$ cat config.mk
export PLATFORM = sky130hd
export DESIGN_NAME = sim_sram
export DESIGN_NICKNAME = d
export VERILOG_FILES = /design/src/rtl/sram_pkg.sv /design/src/rtl/tlul_pkg.sv /design/src/rtl/prim_ram_1p.sv /design/src/rtl/sim_sram.sv /design/src/rtl/tlul_adapter_sram.sv /design/src/rtl/tlul_socket_1n.sv
export SDC_FILE = /design/constraint.sdc
export NUM_CORES = 1
export LEC_CHECK = 0
export BUFFER_PORTS_ARGS = -buffer_cell sky130_fd_sc_hd__buf_4
export CAP_MARGIN = 20
export CELL_PAD_IN_SITES_DETAIL_PLACEMENT = 1
export CELL_PAD_IN_SITES_GLOBAL_PLACEMENT = 1
export CORE_ASPECT_RATIO = 0.8
export CORE_UTILIZATION = 50
export DETAILED_ROUTE_END_ITERATION = 7
export PLACE_DENSITY_LB_ADDON = 0.1
export SLEW_MARGIN = 20
export SYNTH_ARGS = -nofsm -noshare
export SYNTH_HDL_FRONTEND = slang
export SYNTH_SLANG_ARGS = --single-unit
$ cat constraint.sdc
create_clock -name clk_i -period 19 [get_ports clk_i]
set_clock_uncertainty 0.05 [all_clocks]
set_input_delay 5.7 -clock clk_i [delete_from_list [all_inputs] [get_ports clk_i]]
set_output_delay 5.7 -clock clk_i [all_outputs]
set_load 0.05 [all_outputs]
$ cat src/rtl/sram_pkg.sv
/*
 * SRAM path geometry and the byte to bit mask expansion.
 */

package sram_pkg;

  parameter int SramBytesPerWord = 4;
  parameter int SramByteOffW     = 2;

  // Every set byte enable covers its eight data bits.
  function automatic logic [8*SramBytesPerWord-1:0] sram_bitmask(
    input logic [SramBytesPerWord-1:0] byte_mask
  );
    logic [8*SramBytesPerWord-1:0] bit_mask;
    for (int i = 0; i < SramBytesPerWord; i++) begin
      bit_mask[8*i +: 8] = {8{byte_mask[i]}};
    end
    return bit_mask;
  endfunction

endpackage

$ cat src/rtl/tlul_pkg.sv
/*
 * Reduced TL-UL bus definitions.
 * Field widths plus the A and D channel opcode encodings.
 */

package tlul_pkg;

  // Field widths of the host, outbound and device ports.
  parameter int TlAw = 32;
  parameter int TlDw = 32;
  parameter int TlSw = 8;
  parameter int TlMw = TlDw / 8;

  // Requests. Only full 32-bit words are carried.
  typedef enum logic [2:0] {
    PutFullData    = 3'h0,
    PutPartialData = 3'h1,
    Get            = 3'h4
  } tl_a_op_e;

  // Responses. Data only comes back for a Get.
  typedef enum logic [2:0] {
    AccessAck     = 3'h0,
    AccessAckData = 3'h1
  } tl_d_op_e;

endpackage

$ cat src/rtl/prim_ram_1p.sv
/*
 * Single-port RAM with bit write mask.
 * Read data is registered and appears one cycle after the request.
 */

`timescale 1ns/1ps

module prim_ram_1p import sram_pkg::*; #(
  parameter int Depth = 8
) (
  input  logic                            clk_i,
  input  logic                            req_i,
  input  logic                            write_i,
  input  logic [$clog2(Depth)-1:0]        addr_i,
  input  logic [8*SramBytesPerWord-1:0]   wdata_i,
  input  logic [8*SramBytesPerWord-1:0]   wmask_i,
  output logic [8*SramBytesPerWord-1:0]   rdata_o
);

  localparam int Width = 8 * SramBytesPerWord;

  logic [Width-1:0] mem_q [Depth];

  // Masked-off bits keep their old value.
  always_ff @(posedge clk_i) begin
    if (req_i) begin
      if (write_i) begin
        mem_q[addr_i] <= (mem_q[addr_i] & ~wmask_i) | (wdata_i & wmask_i);
      end else begin
        rdata_o <= mem_q[addr_i];
      end
    end
  end

endmodule

$ cat src/rtl/sim_sram.sv
/*
 * Simulation memory window on an outbound TL-UL port.
 * Requests inside the window go to a local SRAM, all others pass to the outbound port.
 */

`timescale 1ns/1ps

module sim_sram import tlul_pkg::*, sram_pkg::*; #(
  parameter int Depth          = 8,
  parameter int Outstanding    = 2,
  parameter int MaxOutstanding = 4
) (
  input  logic            clk_i,
  input  logic            rst_ni,
  input  logic [TlAw-1:0] start_addr_i,
  // Host port.
  input  logic            host_a_valid_i,
  input  logic [2:0]      host_a_opcode_i,
  input  logic [TlAw-1:0] host_a_address_i,
  input  logic [TlMw-1:0] host_a_mask_i,
  input  logic [TlDw-1:0] host_a_data_i,
  input  logic [TlSw-1:0] host_a_source_i,
  output logic            host_a_ready_o,
  output logic            host_d_valid_o,
  output logic [2:0]      host_d_opcode_o,
  output logic [TlDw-1:0] host_d_data_o,
  output logic [TlSw-1:0] host_d_source_o,
  output logic            host_d_error_o,
  input  logic            host_d_ready_i,
  // Outbound port.
  output logic            out_a_valid_o,
  output logic [2:0]      out_a_opcode_o,
  output logic [TlAw-1:0] out_a_address_o,
  output logic [TlMw-1:0] out_a_mask_o,
  output logic [TlDw-1:0] out_a_data_o,
  output logic [TlSw-1:0] out_a_source_o,
  input  logic            out_a_ready_i,
  input  logic            out_d_valid_i,
  input  logic [2:0]      out_d_opcode_i,
  input  logic [TlDw-1:0] out_d_data_i,
  input  logic [TlSw-1:0] out_d_source_i,
  input  logic            out_d_error_i,
  output logic            out_d_ready_o
);

  localparam int              Aw          = $clog2(Depth);
  localparam logic [TlAw-1:0] WindowBytes = TlAw'(Depth * SramBytesPerWord);

  if ((Depth & (Depth - 1)) != 0) begin : gen_depth_check
    $error("Depth must be a power of two");
  end

  logic            dev_select;
  logic [TlAw-1:0] window_off;

  logic            adp_a_valid;
  logic [2:0]      adp_a_opcode;
  logic [TlAw-1:0] adp_a_address;
  logic [TlMw-1:0] adp_a_mask;
  logic [TlDw-1:0] adp_a_data;
  logic [TlSw-1:0] adp_a_source;
  logic            adp_a_ready;
  logic            adp_d_valid;
  logic [2:0]      adp_d_opcode;
  logic [TlDw-1:0] adp_d_data;
  logic [TlSw-1:0] adp_d_source;
  logic            adp_d_error;
  logic            adp_d_ready;

  logic            ram_req;
  logic            ram_we;
  logic [Aw-1:0]   ram_addr;
  logic [TlDw-1:0] ram_wdata;
  logic [TlDw-1:0] ram_wmask;
  logic [TlDw-1:0] ram_rdata;

  // Offset compare avoids wrap when the window ends at the top of the address space.
  assign window_off = host_a_address_i - start_addr_i;
  assign dev_select = (host_a_address_i >= start_addr_i) && (window_off < WindowBytes);

  tlul_socket_1n #(
    .MaxOutstanding(MaxOutstanding)
  ) u_socket (
    .clk_i,
    .rst_ni,
    .dev_select_i  (dev_select),
    .h_a_valid_i   (host_a_valid_i),
    .h_a_opcode_i  (host_a_opcode_i),
    .h_a_address_i (host_a_address_i),
    .h_a_mask_i    (host_a_mask_i),
    .h_a_data_i    (host_a_data_i),
    .h_a_source_i  (host_a_source_i),
    .h_a_ready_o   (host_a_ready_o),
    .h_d_valid_o   (host_d_valid_o),
    .h_d_opcode_o  (host_d_opcode_o),
    .h_d_data_o    (host_d_data_o),
    .h_d_source_o  (host_d_source_o),
    .h_d_error_o   (host_d_error_o),
    .h_d_ready_i   (host_d_ready_i),
    .d0_a_valid_o  (out_a_valid_o),
    .d0_a_opcode_o (out_a_opcode_o),
    .d0_a_address_o(out_a_address_o),
    .d0_a_mask_o   (out_a_mask_o),
    .d0_a_data_o   (out_a_data_o),
    .d0_a_source_o (out_a_source_o),
    .d0_a_ready_i  (out_a_ready_i),
    .d0_d_valid_i  (out_d_valid_i),
    .d0_d_opcode_i (out_d_opcode_i),
    .d0_d_data_i   (out_d_data_i),
    .d0_d_source_i (out_d_source_i),
    .d0_d_error_i  (out_d_error_i),
    .d0_d_ready_o  (out_d_ready_o),
    .d1_a_valid_o  (adp_a_valid),
    .d1_a_opcode_o (adp_a_opcode),
    .d1_a_address_o(adp_a_address),
    .d1_a_mask_o   (adp_a_mask),
    .d1_a_data_o   (adp_a_data),
    .d1_a_source_o (adp_a_source),
    .d1_a_ready_i  (adp_a_ready),
    .d1_d_valid_i  (adp_d_valid),
    .d1_d_opcode_i (adp_d_opcode),
    .d1_d_data_i   (adp_d_data),
    .d1_d_source_i (adp_d_source),
    .d1_d_error_i  (adp_d_error),
    .d1_d_ready_o  (adp_d_ready)
  );

  tlul_adapter_sram #(
    .Depth      (Depth),
    .Outstanding(Outstanding)
  ) u_adapter (
    .clk_i,
    .rst_ni,
    .a_valid_i  (adp_a_valid),
    .a_opcode_i (adp_a_opcode),
    .a_address_i(adp_a_address),
    .a_mask_i   (adp_a_mask),
    .a_data_i   (adp_a_data),
    .a_source_i (adp_a_source),
    .a_ready_o  (adp_a_ready),
    .d_valid_o  (adp_d_valid),
    .d_opcode_o (adp_d_opcode),
    .d_data_o   (adp_d_data),
    .d_source_o (adp_d_source),
    .d_error_o  (adp_d_error),
    .d_ready_i  (adp_d_ready),
    .req_o      (ram_req),
    .we_o       (ram_we),
    .addr_o     (ram_addr),
    .wdata_o    (ram_wdata),
    .wmask_o    (ram_wmask),
    .rdata_i    (ram_rdata)
  );

  prim_ram_1p #(
    .Depth(Depth)
  ) u_ram (
    .clk_i,
    .req_i  (ram_req),
    .write_i(ram_we),
    .addr_i (ram_addr),
    .wdata_i(ram_wdata),
    .wmask_i(ram_wmask),
    .rdata_o(ram_rdata)
  );

  // A misaligned window would split words across the decode boundary.
  start_addr_aligned_a : assert property (@(posedge clk_i) disable iff (!rst_ni)
    start_addr_i[SramByteOffW-1:0] == '0)
    else $error("start_addr_i is not word aligned");

endmodule

$ cat src/rtl/tlul_adapter_sram.sv
/*
 * TL-UL to single-port SRAM adapter.
 * Issues RAM accesses for Put and Get, answers other opcodes with an error,
 * and holds responses in a small queue until the host takes them.
 */

`timescale 1ns/1ps

module tlul_adapter_sram import tlul_pkg::*, sram_pkg::*; #(
  parameter int Depth       = 8,
  parameter int Outstanding = 2
) (
  input  logic                     clk_i,
  input  logic                     rst_ni,
  // Bus side.
  input  logic                     a_valid_i,
  input  logic [2:0]               a_opcode_i,
  input  logic [TlAw-1:0]          a_address_i,
  input  logic [TlMw-1:0]          a_mask_i,
  input  logic [TlDw-1:0]          a_data_i,
  input  logic [TlSw-1:0]          a_source_i,
  output logic                     a_ready_o,
  output logic                     d_valid_o,
  output logic [2:0]               d_opcode_o,
  output logic [TlDw-1:0]          d_data_o,
  output logic [TlSw-1:0]          d_source_o,
  output logic                     d_error_o,
  input  logic                     d_ready_i,
  // RAM side.
  output logic                     req_o,
  output logic                     we_o,
  output logic [$clog2(Depth)-1:0] addr_o,
  output logic [TlDw-1:0]          wdata_o,
  output logic [TlDw-1:0]          wmask_o,
  input  logic [TlDw-1:0]          rdata_i
);

  localparam int Aw   = $clog2(Depth);
  localparam int PtrW = (Outstanding > 1) ? $clog2(Outstanding) : 1;
  localparam int CntW = $clog2(Outstanding + 1);

  logic            a_fire;
  logic            is_put;
  logic            is_get;
  logic            is_bad;
  logic            d_fire;
  logic            q_empty;
  logic            push;
  logic            pop;
  tl_d_op_e        d_opcode;

  // Response stage one cycle behind acceptance, aligned with the RAM read data.
  logic            pend_valid_q;
  tl_d_op_e        pend_op_q;
  logic [TlSw-1:0] pend_source_q;
  logic            pend_error_q;
  logic [TlDw-1:0] pend_data;

  tl_d_op_e        q_op_q     [Outstanding];
  logic [TlDw-1:0] q_data_q   [Outstanding];
  logic [TlSw-1:0] q_source_q [Outstanding];
  logic            q_error_q  [Outstanding];
  logic [PtrW-1:0] wr_ptr_q;
  logic [PtrW-1:0] rd_ptr_q;
  logic [CntW-1:0] q_count_q;

  function automatic logic [PtrW-1:0] ptr_inc(input logic [PtrW-1:0] ptr);
    return (ptr == PtrW'(Outstanding - 1)) ? '0 : ptr + 1'b1;
  endfunction

  assign is_put = (a_opcode_i == PutFullData) || (a_opcode_i == PutPartialData);
  assign is_get = (a_opcode_i == Get);
  assign is_bad = ~is_put & ~is_get;

  // Room is counted over the queue plus the response stage.
  assign a_ready_o = (int'(q_count_q) + int'(pend_valid_q)) < Outstanding;
  assign a_fire    = a_valid_i & a_ready_o;

  assign req_o   = a_fire & ~is_bad;
  assign we_o    = is_put;
  assign addr_o  = a_address_i[SramByteOffW +: Aw];
  assign wdata_o = a_data_i;
  assign wmask_o = sram_bitmask(a_mask_i);

  always_ff @(posedge clk_i or negedge rst_ni) begin
    if (!rst_ni) begin
      pend_valid_q <= 1'b0;
    end else begin
      pend_valid_q <= a_fire;
    end
  end

  always_ff @(posedge clk_i) begin
    if (a_fire) begin
      pend_op_q     <= is_get ? AccessAckData : AccessAck;
      pend_source_q <= a_source_i;
      pend_error_q  <= is_bad;
    end
  end

  assign pend_data = (pend_op_q == AccessAckData) ? rdata_i : '0;

  assign q_empty = (q_count_q == '0);

  // An empty queue lets the response stage through directly.
  always_comb begin
    if (q_empty) begin
      d_opcode   = pend_op_q;
      d_data_o   = pend_data;
      d_source_o = pend_source_q;
      d_error_o  = pend_error_q;
    end else begin
      d_opcode   = q_op_q[rd_ptr_q];
      d_data_o   = q_data_q[rd_ptr_q];
      d_source_o = q_source_q[rd_ptr_q];
      d_error_o  = q_error_q[rd_ptr_q];
    end
  end

  assign d_opcode_o = d_opcode;
  assign d_valid_o  = ~q_empty | pend_valid_q;
  assign d_fire     = d_valid_o & d_ready_i;
  assign pop        = d_fire & ~q_empty;
  assign push       = pend_valid_q & ~(q_empty & d_fire);

  always_ff @(posedge clk_i) begin
    if (push) begin
      q_op_q[wr_ptr_q]     <= pend_op_q;
      q_data_q[wr_ptr_q]   <= pend_data;
      q_source_q[wr_ptr_q] <= pend_source_q;
      q_error_q[wr_ptr_q]  <= pend_error_q;
    end
  end

  always_ff @(posedge clk_i or negedge rst_ni) begin
    if (!rst_ni) begin
      wr_ptr_q  <= '0;
      rd_ptr_q  <= '0;
      q_count_q <= '0;
    end else begin
      if (push) begin
        wr_ptr_q <= ptr_inc(wr_ptr_q);
      end
      if (pop) begin
        rd_ptr_q <= ptr_inc(rd_ptr_q);
      end
      case ({push, pop})
        2'b10:   q_count_q <= q_count_q + 1'b1;
        2'b01:   q_count_q <= q_count_q - 1'b1;
        default: q_count_q <= q_count_q;
      endcase
    end
  end

  // The a_ready rule must keep the queue from ever being pushed when full.
  rsp_queue_overflow_a : assert property (@(posedge clk_i) disable iff (!rst_ni)
    push && !pop |-> q_count_q < CntW'(Outstanding))
    else $error("Response queue overflow");

endmodule

$ cat src/rtl/tlul_socket_1n.sv
/*
 * One host to two device TL-UL steering.
 * Counts requests in flight and returns the D channel of the device that owns them.
 */

`timescale 1ns/1ps

module tlul_socket_1n import tlul_pkg::*; #(
  parameter int MaxOutstanding = 4
) (
  input  logic            clk_i,
  input  logic            rst_ni,
  input  logic            dev_select_i,
  // Host side.
  input  logic            h_a_valid_i,
  input  logic [2:0]      h_a_opcode_i,
  input  logic [TlAw-1:0] h_a_address_i,
  input  logic [TlMw-1:0] h_a_mask_i,
  input  logic [TlDw-1:0] h_a_data_i,
  input  logic [TlSw-1:0] h_a_source_i,
  output logic            h_a_ready_o,
  output logic            h_d_valid_o,
  output logic [2:0]      h_d_opcode_o,
  output logic [TlDw-1:0] h_d_data_o,
  output logic [TlSw-1:0] h_d_source_o,
  output logic            h_d_error_o,
  input  logic            h_d_ready_i,
  // Device 0.
  output logic            d0_a_valid_o,
  output logic [2:0]      d0_a_opcode_o,
  output logic [TlAw-1:0] d0_a_address_o,
  output logic [TlMw-1:0] d0_a_mask_o,
  output logic [TlDw-1:0] d0_a_data_o,
  output logic [TlSw-1:0] d0_a_source_o,
  input  logic            d0_a_ready_i,
  input  logic            d0_d_valid_i,
  input  logic [2:0]      d0_d_opcode_i,
  input  logic [TlDw-1:0] d0_d_data_i,
  input  logic [TlSw-1:0] d0_d_source_i,
  input  logic            d0_d_error_i,
  output logic            d0_d_ready_o,
  // Device 1.
  output logic            d1_a_valid_o,
  output logic [2:0]      d1_a_opcode_o,
  output logic [TlAw-1:0] d1_a_address_o,
  output logic [TlMw-1:0] d1_a_mask_o,
  output logic [TlDw-1:0] d1_a_data_o,
  output logic [TlSw-1:0] d1_a_source_o,
  input  logic            d1_a_ready_i,
  input  logic            d1_d_valid_i,
  input  logic [2:0]      d1_d_opcode_i,
  input  logic [TlDw-1:0] d1_d_data_i,
  input  logic [TlSw-1:0] d1_d_source_i,
  input  logic            d1_d_error_i,
  output logic            d1_d_ready_o
);

  localparam int CntW = $clog2(MaxOutstanding + 1);

  logic [CntW-1:0] cnt_q;
  logic            sel_q;
  logic            busy;
  logic            hold;
  logic            a_fire;
  logic            d_fire;

  assign busy = (cnt_q != '0);

  // Stall when full, or when switching devices would reorder responses.
  assign hold = (cnt_q == CntW'(MaxOutstanding)) || (busy && (sel_q != dev_select_i));

  assign d0_a_valid_o = h_a_valid_i & ~dev_select_i & ~hold;
  assign d1_a_valid_o = h_a_valid_i & dev_select_i & ~hold;
  assign h_a_ready_o  = ~hold & (dev_select_i ? d1_a_ready_i : d0_a_ready_i);

  // The A payload is shared, only valid is steered.
  assign d0_a_opcode_o  = h_a_opcode_i;
  assign d0_a_address_o = h_a_address_i;
  assign d0_a_mask_o    = h_a_mask_i;
  assign d0_a_data_o    = h_a_data_i;
  assign d0_a_source_o  = h_a_source_i;
  assign d1_a_opcode_o  = h_a_opcode_i;
  assign d1_a_address_o = h_a_address_i;
  assign d1_a_mask_o    = h_a_mask_i;
  assign d1_a_data_o    = h_a_data_i;
  assign d1_a_source_o  = h_a_source_i;

  // Responses come from the device that owns the outstanding requests.
  assign h_d_valid_o  = busy & (sel_q ? d1_d_valid_i : d0_d_valid_i);
  assign h_d_opcode_o = sel_q ? d1_d_opcode_i : d0_d_opcode_i;
  assign h_d_data_o   = sel_q ? d1_d_data_i : d0_d_data_i;
  assign h_d_source_o = sel_q ? d1_d_source_i : d0_d_source_i;
  assign h_d_error_o  = sel_q ? d1_d_error_i : d0_d_error_i;
  assign d0_d_ready_o = h_d_ready_i & busy & ~sel_q;
  assign d1_d_ready_o = h_d_ready_i & busy & sel_q;

  assign a_fire = h_a_valid_i & h_a_ready_o;
  assign d_fire = h_d_valid_o & h_d_ready_i;

  always_ff @(posedge clk_i or negedge rst_ni) begin
    if (!rst_ni) begin
      cnt_q <= '0;
      sel_q <= 1'b0;
    end else begin
      if (a_fire) begin
        sel_q <= dev_select_i;
      end
      case ({a_fire, d_fire})
        2'b10:   cnt_q <= cnt_q + 1'b1;
        2'b01:   cnt_q <= cnt_q - 1'b1;
        default: cnt_q <= cnt_q;
      endcase
    end
  end

  // A device only answers while it owns requests in flight.
  no_stray_response_a : assert property (@(posedge clk_i) disable iff (!rst_ni)
    (d0_d_valid_i || d1_d_valid_i) |-> busy && (sel_q ? !d0_d_valid_i : !d1_d_valid_i))
    else $error("D beat from a device without outstanding requests");

endmodule

---- After elaboration in Yosys (flattened, before gate mapping) ----
Memories as Yosys holds them, arrays and structs flattened.
Cells that the tools add are included.
operators by class
  add/sub/neg operators ................... 8
  order comparisons ....................... 3
  eq/ne operators ......................... 9
  multiplexer cells ....................... 21
  bitwise logic cells ..................... 31
  reductions and logical operators ........ 10
operator list
  kind                                                         count
  2-to-1 mux 32 bit                                            3
  AND 32 bit                                                   2
  greater-or-equal comparator 32 bit                           1
  less-than comparator 32 x 3 -> 1 bit, second input constant  1
  less-than comparator 32 x 6 -> 1 bit, second input constant  1
  NOT 32 bit                                                   1
  OR 32 bit                                                    1
  subtractor 32 bit                                            1
  AND 1 bit                                                    18
  2-to-1 mux 8 bit                                             2
  2-to-1 mux 1 bit                                             12
  NOT 1 bit                                                    8
  equality test 3 x 1 -> 1 bit, second input constant          2
  equality test 3 bit, second input constant                   2
  2-to-1 mux 3 bit                                             2
  case mux 3 bit (2 select lines)                              1
  equality test 2 x 1 -> 1 bit, second input constant          2
  equality test 2 bit, second input constant                   2
  case mux 2 bit (2 select lines)                              1
  nonzero test 2 bit                                           2
  adder 2 x 1 -> 3 bit                                         1
  adder 3 x 1 -> 3 bit, second input constant                  1
  logical NOT 3 bit                                            1
  nonzero test 3 bit                                           1
  10 further kinds                                             13
word-level totals
  register bits ........................... 53
  memory bits (writable) .................. 344
  input bits .............................. 161
  output and inout port bits .............. 127
  logic and storage cells ................. 97
  memories ................................ 5
memory list
  memory                words  width  rd ports  clocked after Yosys merged registers in  wr ports  RTL line                 text
  u_ram.mem_q           8      32     1         0                                        1         prim_ram_1p.sv:22        logic [Width-1:0] mem_q [Depth];
  u_adapter.q_data_q    2      32     1         0                                        1         tlul_adapter_sram.sv:60  logic [TlDw-1:0] q_data_q [Outstanding];
  u_adapter.q_source_q  2      8      1         0                                        1         tlul_adapter_sram.sv:61  logic [TlSw-1:0] q_source_q [Outstanding];
  u_adapter.q_op_q      2      3      1         0                                        1         tlul_adapter_sram.sv:59  tl_d_op_e q_op_q [Outstanding];
  u_adapter.q_error_q   2      1      1         0                                        1         tlul_adapter_sram.sv:62  logic q_error_q [Outstanding];

---- Logic depth before layout (Yosys ltp) ----
  depth in word-level cells ............... 12
  gate-level depth with buffers ........... 18
  gate-level depth less buffers ........... 17

---- By module ----
From an unflattened synthesis, not the netlist that was laid out.
unflattened totals
  cells, all modules ...................... 1501
  area, all modules ....................... 20066.7 µm²
modules (own cells, without submodules)
  module             instances  cells an instance  area each (µm²)  sequential area each (µm²)
  prim_ram_1p        1          568                11248.3          8648.3
  tlul_adapter_sram  1          365                4715.8           2947.8
  tlul_socket_1n     1          248                2058.2           100.1
  sim_sram           1          320                2044.5           0.0

---- Least setup slack after synthesis ----
No wires, ideal clock.
  path type ............................... in2out
  from .................................... input port start_addr_i[3]
  to ...................................... output port host_a_ready_o
  arrival time ............................ 9.154 ns
  data required time ...................... 13.250 ns
  slack ................................... 4.096 ns
  stages .................................. 11
  path buffers ............................ 0
  cell sequence ........................... inv_1 ha_1 o211ai_1 a21o_2 a211o_1 a211oi_1 mux2i_1 o211ai_1 or4b_4 nor4_4 mux2i_1
between the ends
  cells in the longest elaborated chain, start to end .. 8
  elaborated cells on any way between the ends .. 10
  those cells by class .................... 1 x add/sub; 2 x order compare; 1 x eq/ne; 1 x mux; 2 x bitwise; 3 x reduce/logical
ends and longest elaborated chain
  item                                  RTL line              text
  start, declared                       sim_sram.sv:15        input logic [TlAw-1:0] start_addr_i,
  subtractor 32 bit                     sim_sram.sv:78        assign window_off = host_a_address_i - start_addr_i;
  less-than comparator 32 x 6 -> 1 bit  sim_sram.sv:79        assign dev_select = (host_a_address_i >= start_addr_i) && (window_off < WindowBytes);
  logical AND 1 bit *                   sim_sram.sv:79
  inequality test 1 bit                 tlul_socket_1n.sv:70  assign hold = (cnt_q == CntW'(MaxOutstanding)) || (busy && (sel_q != dev_select_i));
  logical AND 1 bit                     tlul_socket_1n.sv:70
  logical OR 1 bit                      tlul_socket_1n.sv:70
  NOT 1 bit                             tlul_socket_1n.sv:74  assign h_a_ready_o = ~hold & (dev_select_i ? d1_a_ready_i : d0_a_ready_i);
  AND 1 bit *                           tlul_socket_1n.sv:74
  end, declared                         sim_sram.sv:23        output logic host_a_ready_o,
Mark *: on every way between the ends. The rest lies on a longest branch, timed or not.

---- Worst setup path after layout ----
  from .................................... input port host_a_address_i[17]
  to ...................................... output port host_a_ready_o
between the ends
  cells in the longest elaborated chain, start to end .. 8
  elaborated cells on any way between the ends .. 10
  those cells by class .................... 1 x add/sub; 2 x order compare; 1 x eq/ne; 1 x mux; 2 x bitwise; 3 x reduce/logical
ends and longest elaborated chain
  item                                  RTL line              text
  start, declared                       sim_sram.sv:19        input logic [TlAw-1:0] host_a_address_i,
  subtractor 32 bit                     sim_sram.sv:78
  less-than comparator 32 x 6 -> 1 bit  sim_sram.sv:79
  logical AND 1 bit *                   sim_sram.sv:79
  inequality test 1 bit                 tlul_socket_1n.sv:70
  logical AND 1 bit                     tlul_socket_1n.sv:70
  logical OR 1 bit                      tlul_socket_1n.sv:70
  NOT 1 bit                             tlul_socket_1n.sv:74
  AND 1 bit *                           tlul_socket_1n.sv:74
Marked as above.

==> impl_summary.txt <==
----------------------------------------------------
[Global routing]
  Met2 Use GR ... 0.446
  Number of global-route vias before repair ... 12600
  Global-route layer with the greatest usage ... met2
  Initial antenna violation count ... 0
  Maximum number of pins on one net before global-route repair ... 53
  Overall overflow remaining after global route ... 0
  GR met1 Demand/Resource ... 0.367
  Global-route wire length before repair ... 75.4 mm
  GRT Total Usage ... 0.266
  Global routing met3 resource utilization ... 0.0361

[Setup path]
  Sequence of cells on the critical path ... buf_4, ha_1, nand3_1, nor2_1, nand2_1, a211oi_1, mux2i_1, o211ai_1, or4b_4, nor4_4, mux2i_1, buf_4
  Slowest stage delay, CP ... 560 ps
  CP required ... approximately 13000 ps
  Category of the most critical setup path ... in -> out
  Startpoint type of the worst setup path ... input port
  Max stage delay cell, worst path ... sky130_fd_sc_hd__or4b_4
  Category of the worst setup path capture point ... primary output
  Worst Path Max Fanout ... 10
  Worst reg-to-reg path cell count ... 11
  Worst Path Arrival ... approximately 9200 ps

[Logic synthesis]
  Sequential fraction of the synthesis area ... 0.639
  Cell type with the highest aggregate area in the netlist ... sky130_fd_sc_hd__edfxtp_1
  EDFF count, synth ... between 300 and 400
  Netlist cell types ... 87
  Share of the synthesized area in compound gates (AO/OA/AOI/OAI) ... 0.114
  Proportion of synthesized area in mux cells ... 0.0737
  Post-synth top area share ... 0.627
  Mapped cell area ... about 0.018 mm2
  Avg Cell Area, Syn ... 13.7 um2
  Gate Count Post-Synth ... 1340
  Simple-gate portion of the synthesized area ... 0.0829
  Dominant register cell in the synthesized netlist ... sky130_fd_sc_hd__edfxtp_1
  Synth warnings ... 0
  Async set-reset flop share out of synthesis ... 0.0230
  Area share of xor/xnor cells in the synthesized design ... 0.00814
  Number of nets produced by synthesis ... between 1500 and 2000
  Flop and latch count out of synthesis ... 391
  Commonest cells post-synth ... sky130_fd_sc_hd__edfxtp_1, sky130_fd_sc_hd__a22oi_1, sky130_fd_sc_hd__nand2_1
  Dominant combinational cell family by area after synthesis ... compound AO/OA/AOI/OAI gates
  Most used standard cell by instance count after synthesis ... sky130_fd_sc_hd__edfxtp_1
  Synth top area cells ... sky130_fd_sc_hd__edfxtp_1, sky130_fd_sc_hd__a22oi_1, sky130_fd_sc_hd__mux2_2, sky130_fd_sc_hd__buf_4, sky130_fd_sc_hd__mux2i_1
  Post-synthesis adder-cell area fraction ... 0.0243

[Status]
  Outcome ... completed

[Detailed routing]
  Detail Route Antenna Nets ... 0
  Number of violations reported at the end of detailed-routing iteration 0 ... 898
  Number of detailed-route iterations in the first pass ... 5
  Drt drc ... 0
  Routed Wire Length ... 50.0 mm
  Routed length per placed instance ... 24.3 um
  Vias post-DR ... 12100
  Avg Vias per Cell ... approximately 5.9

[Pwr]
  Tot Pwr ... 2.00 mW
  Switching power ... 0.512 mW
  Share of power burned in the clock network ... 0.378
  P per Cell Area ... 92.4 mW/mm2
  Combinational cell fraction of total power ... 0.142
  Switch share ... 0.256
  Static leakage ... 7.72 nW
  Highest ir drop seen on vdd ... between 90 and 100 uV
  Internal power ... 1.49 mW
  Sequential Power Share ... 0.479

[Timing]
  Normalized max-slew margin ... 0.262
  Unrepaired setup endpoints after global routing ... no
  Shortest clock period the worst path allows after layout ... approximately 15000 ps
  Setup TNS ... 0 ps
  Endpoints failing hold ... 0
  Max-slew violations ... 0
  Number of endpoints failing setup at the final stage ... 0
  Upper clock frequency limit ... 66.7 MHz
  Final worst slack ... 4020 ps
  Slew @ Worst Pin ... approximately 1100 ps
  Worst Hold Slack ... 423 ps
  Final Cycle Share ... 0.789

[Floorplan]
  Initial standard-cell utilization of the core ... 0.508
  FP Rows ... 62
  Full die area ... 0.0374 mm2
  Height of the chip ... 173 um
  Num ports ... approximately 290
  Chip width ... between 200 and 250 um
  Area of the placeable core ... 0.0360 mm2

[Layout]
  Diode count ... 0
  Share of final-layout standard cells stronger than drive strength 1 ... 0.313
  Number of nets in the finished design ... about 1700
  Storage element area ... 0.0117 mm2
  Final design area excluding fillers ... 0.0217 mm2
  Final-layout fill cell count ... 3523
  Area grow syn2layout ... 18.5%
  Count of placed standard cells in the final layout, fillers left out ... approximately 2100
  Final core area utilization ... 0.602
  Footprint of the multi-input gates ... approximately 0.0057 mm2

[Flow run]
  Max-cap violations ... 0

[Place]
  Gpl congestion ... slightly below 0.9
  Cell area after placement ... roughly 0.020 mm2
  Buffers on Ports ... 287
  Count of placed standard cells including taps ... 1983
  HPWL after detailed placement ... 31.5 mm
  Minimum setup slack after placement ... 3980 ps

[CTS]
  Longest Clk Path Bufs ... 3
  CTS root buffer ... sky130_fd_sc_hd__clkbuf_16
  Num CTS Buffers ... 39
  Post-CTS Repair Setup Buffers ... 0
  Number of clock sinks ... 391
  CTS H-Tree Depth ... 2
  TritonCTS clock tree ... yes
  Register clock-pin slew on the reported worst setup and hold paths ... around 60 ps
  Number of resized instances in the post-cts repair step ... 0
  Number of hold buffers added after CTS ... 0
  Clock insertion delay at the later pin of the skew report ... 550 ps

[Hold path]
  Cells on Worst Hold Path ... 0
  Worst hold-check path type ... reg -> reg

----------------------------------------------------
==> flip-flops by register name (all words and copies together), names as in the netlist, 2 cells and up <==
| signal | cells |
|---|---|
| u_adapter.pend_source_q | 8 |
| u_ram.mem_q | 256 |
| u_adapter.q_source_q | 16 |
| u_adapter.q_data_q | 64 |
| u_adapter.q_op_q | 2 |
| u_ram.rdata_o | 32 |
| u_socket.cnt_q | 3 |
| u_adapter.q_error_q | 2 |
| u_adapter.q_count_q | 2 |
==> worst max-delay path, delay by kind of cell <==
family                     cells  cell delay, ps
buffers and inverters          2             340
adders and majority gates      1             510
and+or+nand+nor                5            1590
muxes                          2             530
AOI/OAI and AO/OA              2             560
==> routing by layer <==
layer | share of wire | wire [um]
met3 | 0.053 | 2670
met4 | 0.016 | 814
met5 | 0 | 0
met1 | 0.44 | 22200
met2 | 0.49 | 24300
==> path summary, 6_finish.rpt <==
path                            slack (ps)                                    to                                  from
worst min register to register         420  u_adapter.q_source_q[1][2]$_DFFE_PP_  u_adapter.pend_source_q[2]$_DFFE_PN_
worst max-delay path                  4020                        host_a_ready_o                  host_a_address_i[17]
worst max register to register       15930         u_socket.cnt_q[2]$_DFFE_PN0P_    u_adapter.q_count_q[0]$_DFFE_PN0P_
min in group asynchronous             4920            u_socket.sel_q$_DFFE_PN0P_                                rst_ni
max in group asynchronous            13820        u_adapter.rd_ptr_q$_DFFE_PN0P_                                rst_ni
worst min-delay path                   420  u_adapter.q_source_q[1][2]$_DFFE_PP_  u_adapter.pend_source_q[2]$_DFFE_PN_
==> kinds of logic (layout without fill, tap and decap cells) <==
group           after synthesis  in the layout
mux                         125            125
buf+inv                     191            425
flops                       391            391
fa+ha+maj                    35             35
compound gates              295            295
xor+xnor                     17             17
simple gates                286            286
==> final cells by class <==
cell class / instances / share of cell area
clock buffers: 49 / 0.0468
multi-input cells: 758 / 0.261
well taps: 480 / 0.0277
flip-flops and latches: 391 / 0.540
inverters: 45 / 0.00779
clock inverters: 22 / 0.0100
repair buffers: 309 / 0.107
==> cells in the final DEF (no fill, tap or decap), types with 4 or more instances in the layout <==
cell                        synthesis  routed
sky130_fd_sc_hd__a211oi_1           5       5
sky130_fd_sc_hd__a21o_1             5       5
sky130_fd_sc_hd__a21oi_1           29      29
sky130_fd_sc_hd__a21oi_2            5       5
sky130_fd_sc_hd__a22oi_1          129     129
sky130_fd_sc_hd__and2_1            35      35
sky130_fd_sc_hd__buf_4             80     309
sky130_fd_sc_hd__bufinv_16          0       4
sky130_fd_sc_hd__clkbuf_1          52      10
sky130_fd_sc_hd__clkbuf_16          0      39
sky130_fd_sc_hd__clkinv_1           0       9
sky130_fd_sc_hd__clkinv_2           0       7
sky130_fd_sc_hd__dfrtp_1            9       7
sky130_fd_sc_hd__edfxtp_1         382     382
sky130_fd_sc_hd__ha_1              34      34
sky130_fd_sc_hd__inv_1             45      45
sky130_fd_sc_hd__mux2_2            74      74
sky130_fd_sc_hd__mux2i_1           50      50
sky130_fd_sc_hd__nand2_1           93      93
sky130_fd_sc_hd__nand2b_1           5       5
sky130_fd_sc_hd__nand3_1           20      20
sky130_fd_sc_hd__nand4_1           43      43
sky130_fd_sc_hd__nor2_1            35      30
sky130_fd_sc_hd__nor3_1             8       6
sky130_fd_sc_hd__nor4_2             2      10
sky130_fd_sc_hd__o211ai_1           6       6
sky130_fd_sc_hd__o21ai_0           61      61
sky130_fd_sc_hd__o21ai_1            5       5
sky130_fd_sc_hd__o221ai_1           5       5
sky130_fd_sc_hd__or2_2              4       4
sky130_fd_sc_hd__or3_1              5       5
sky130_fd_sc_hd__xnor2_1           10      10
sky130_fd_sc_hd__xor2_1             7       7
==> power by group through the flow <==
stage / clock network (mW) / logic, mW / registers, mW
floorplan: 0 / 0.194 / 0.978
global placement: 0 / 0.276 / 0.978
detailed placement: 0 / 0.283 / 0.979
CTS: 0.769 / 0.285 / 0.960
global route: 0.797 / 0.305 / 0.960
finish: 0.758 / 0.285 / 0.960
Power figures use the tool's default switching activity.
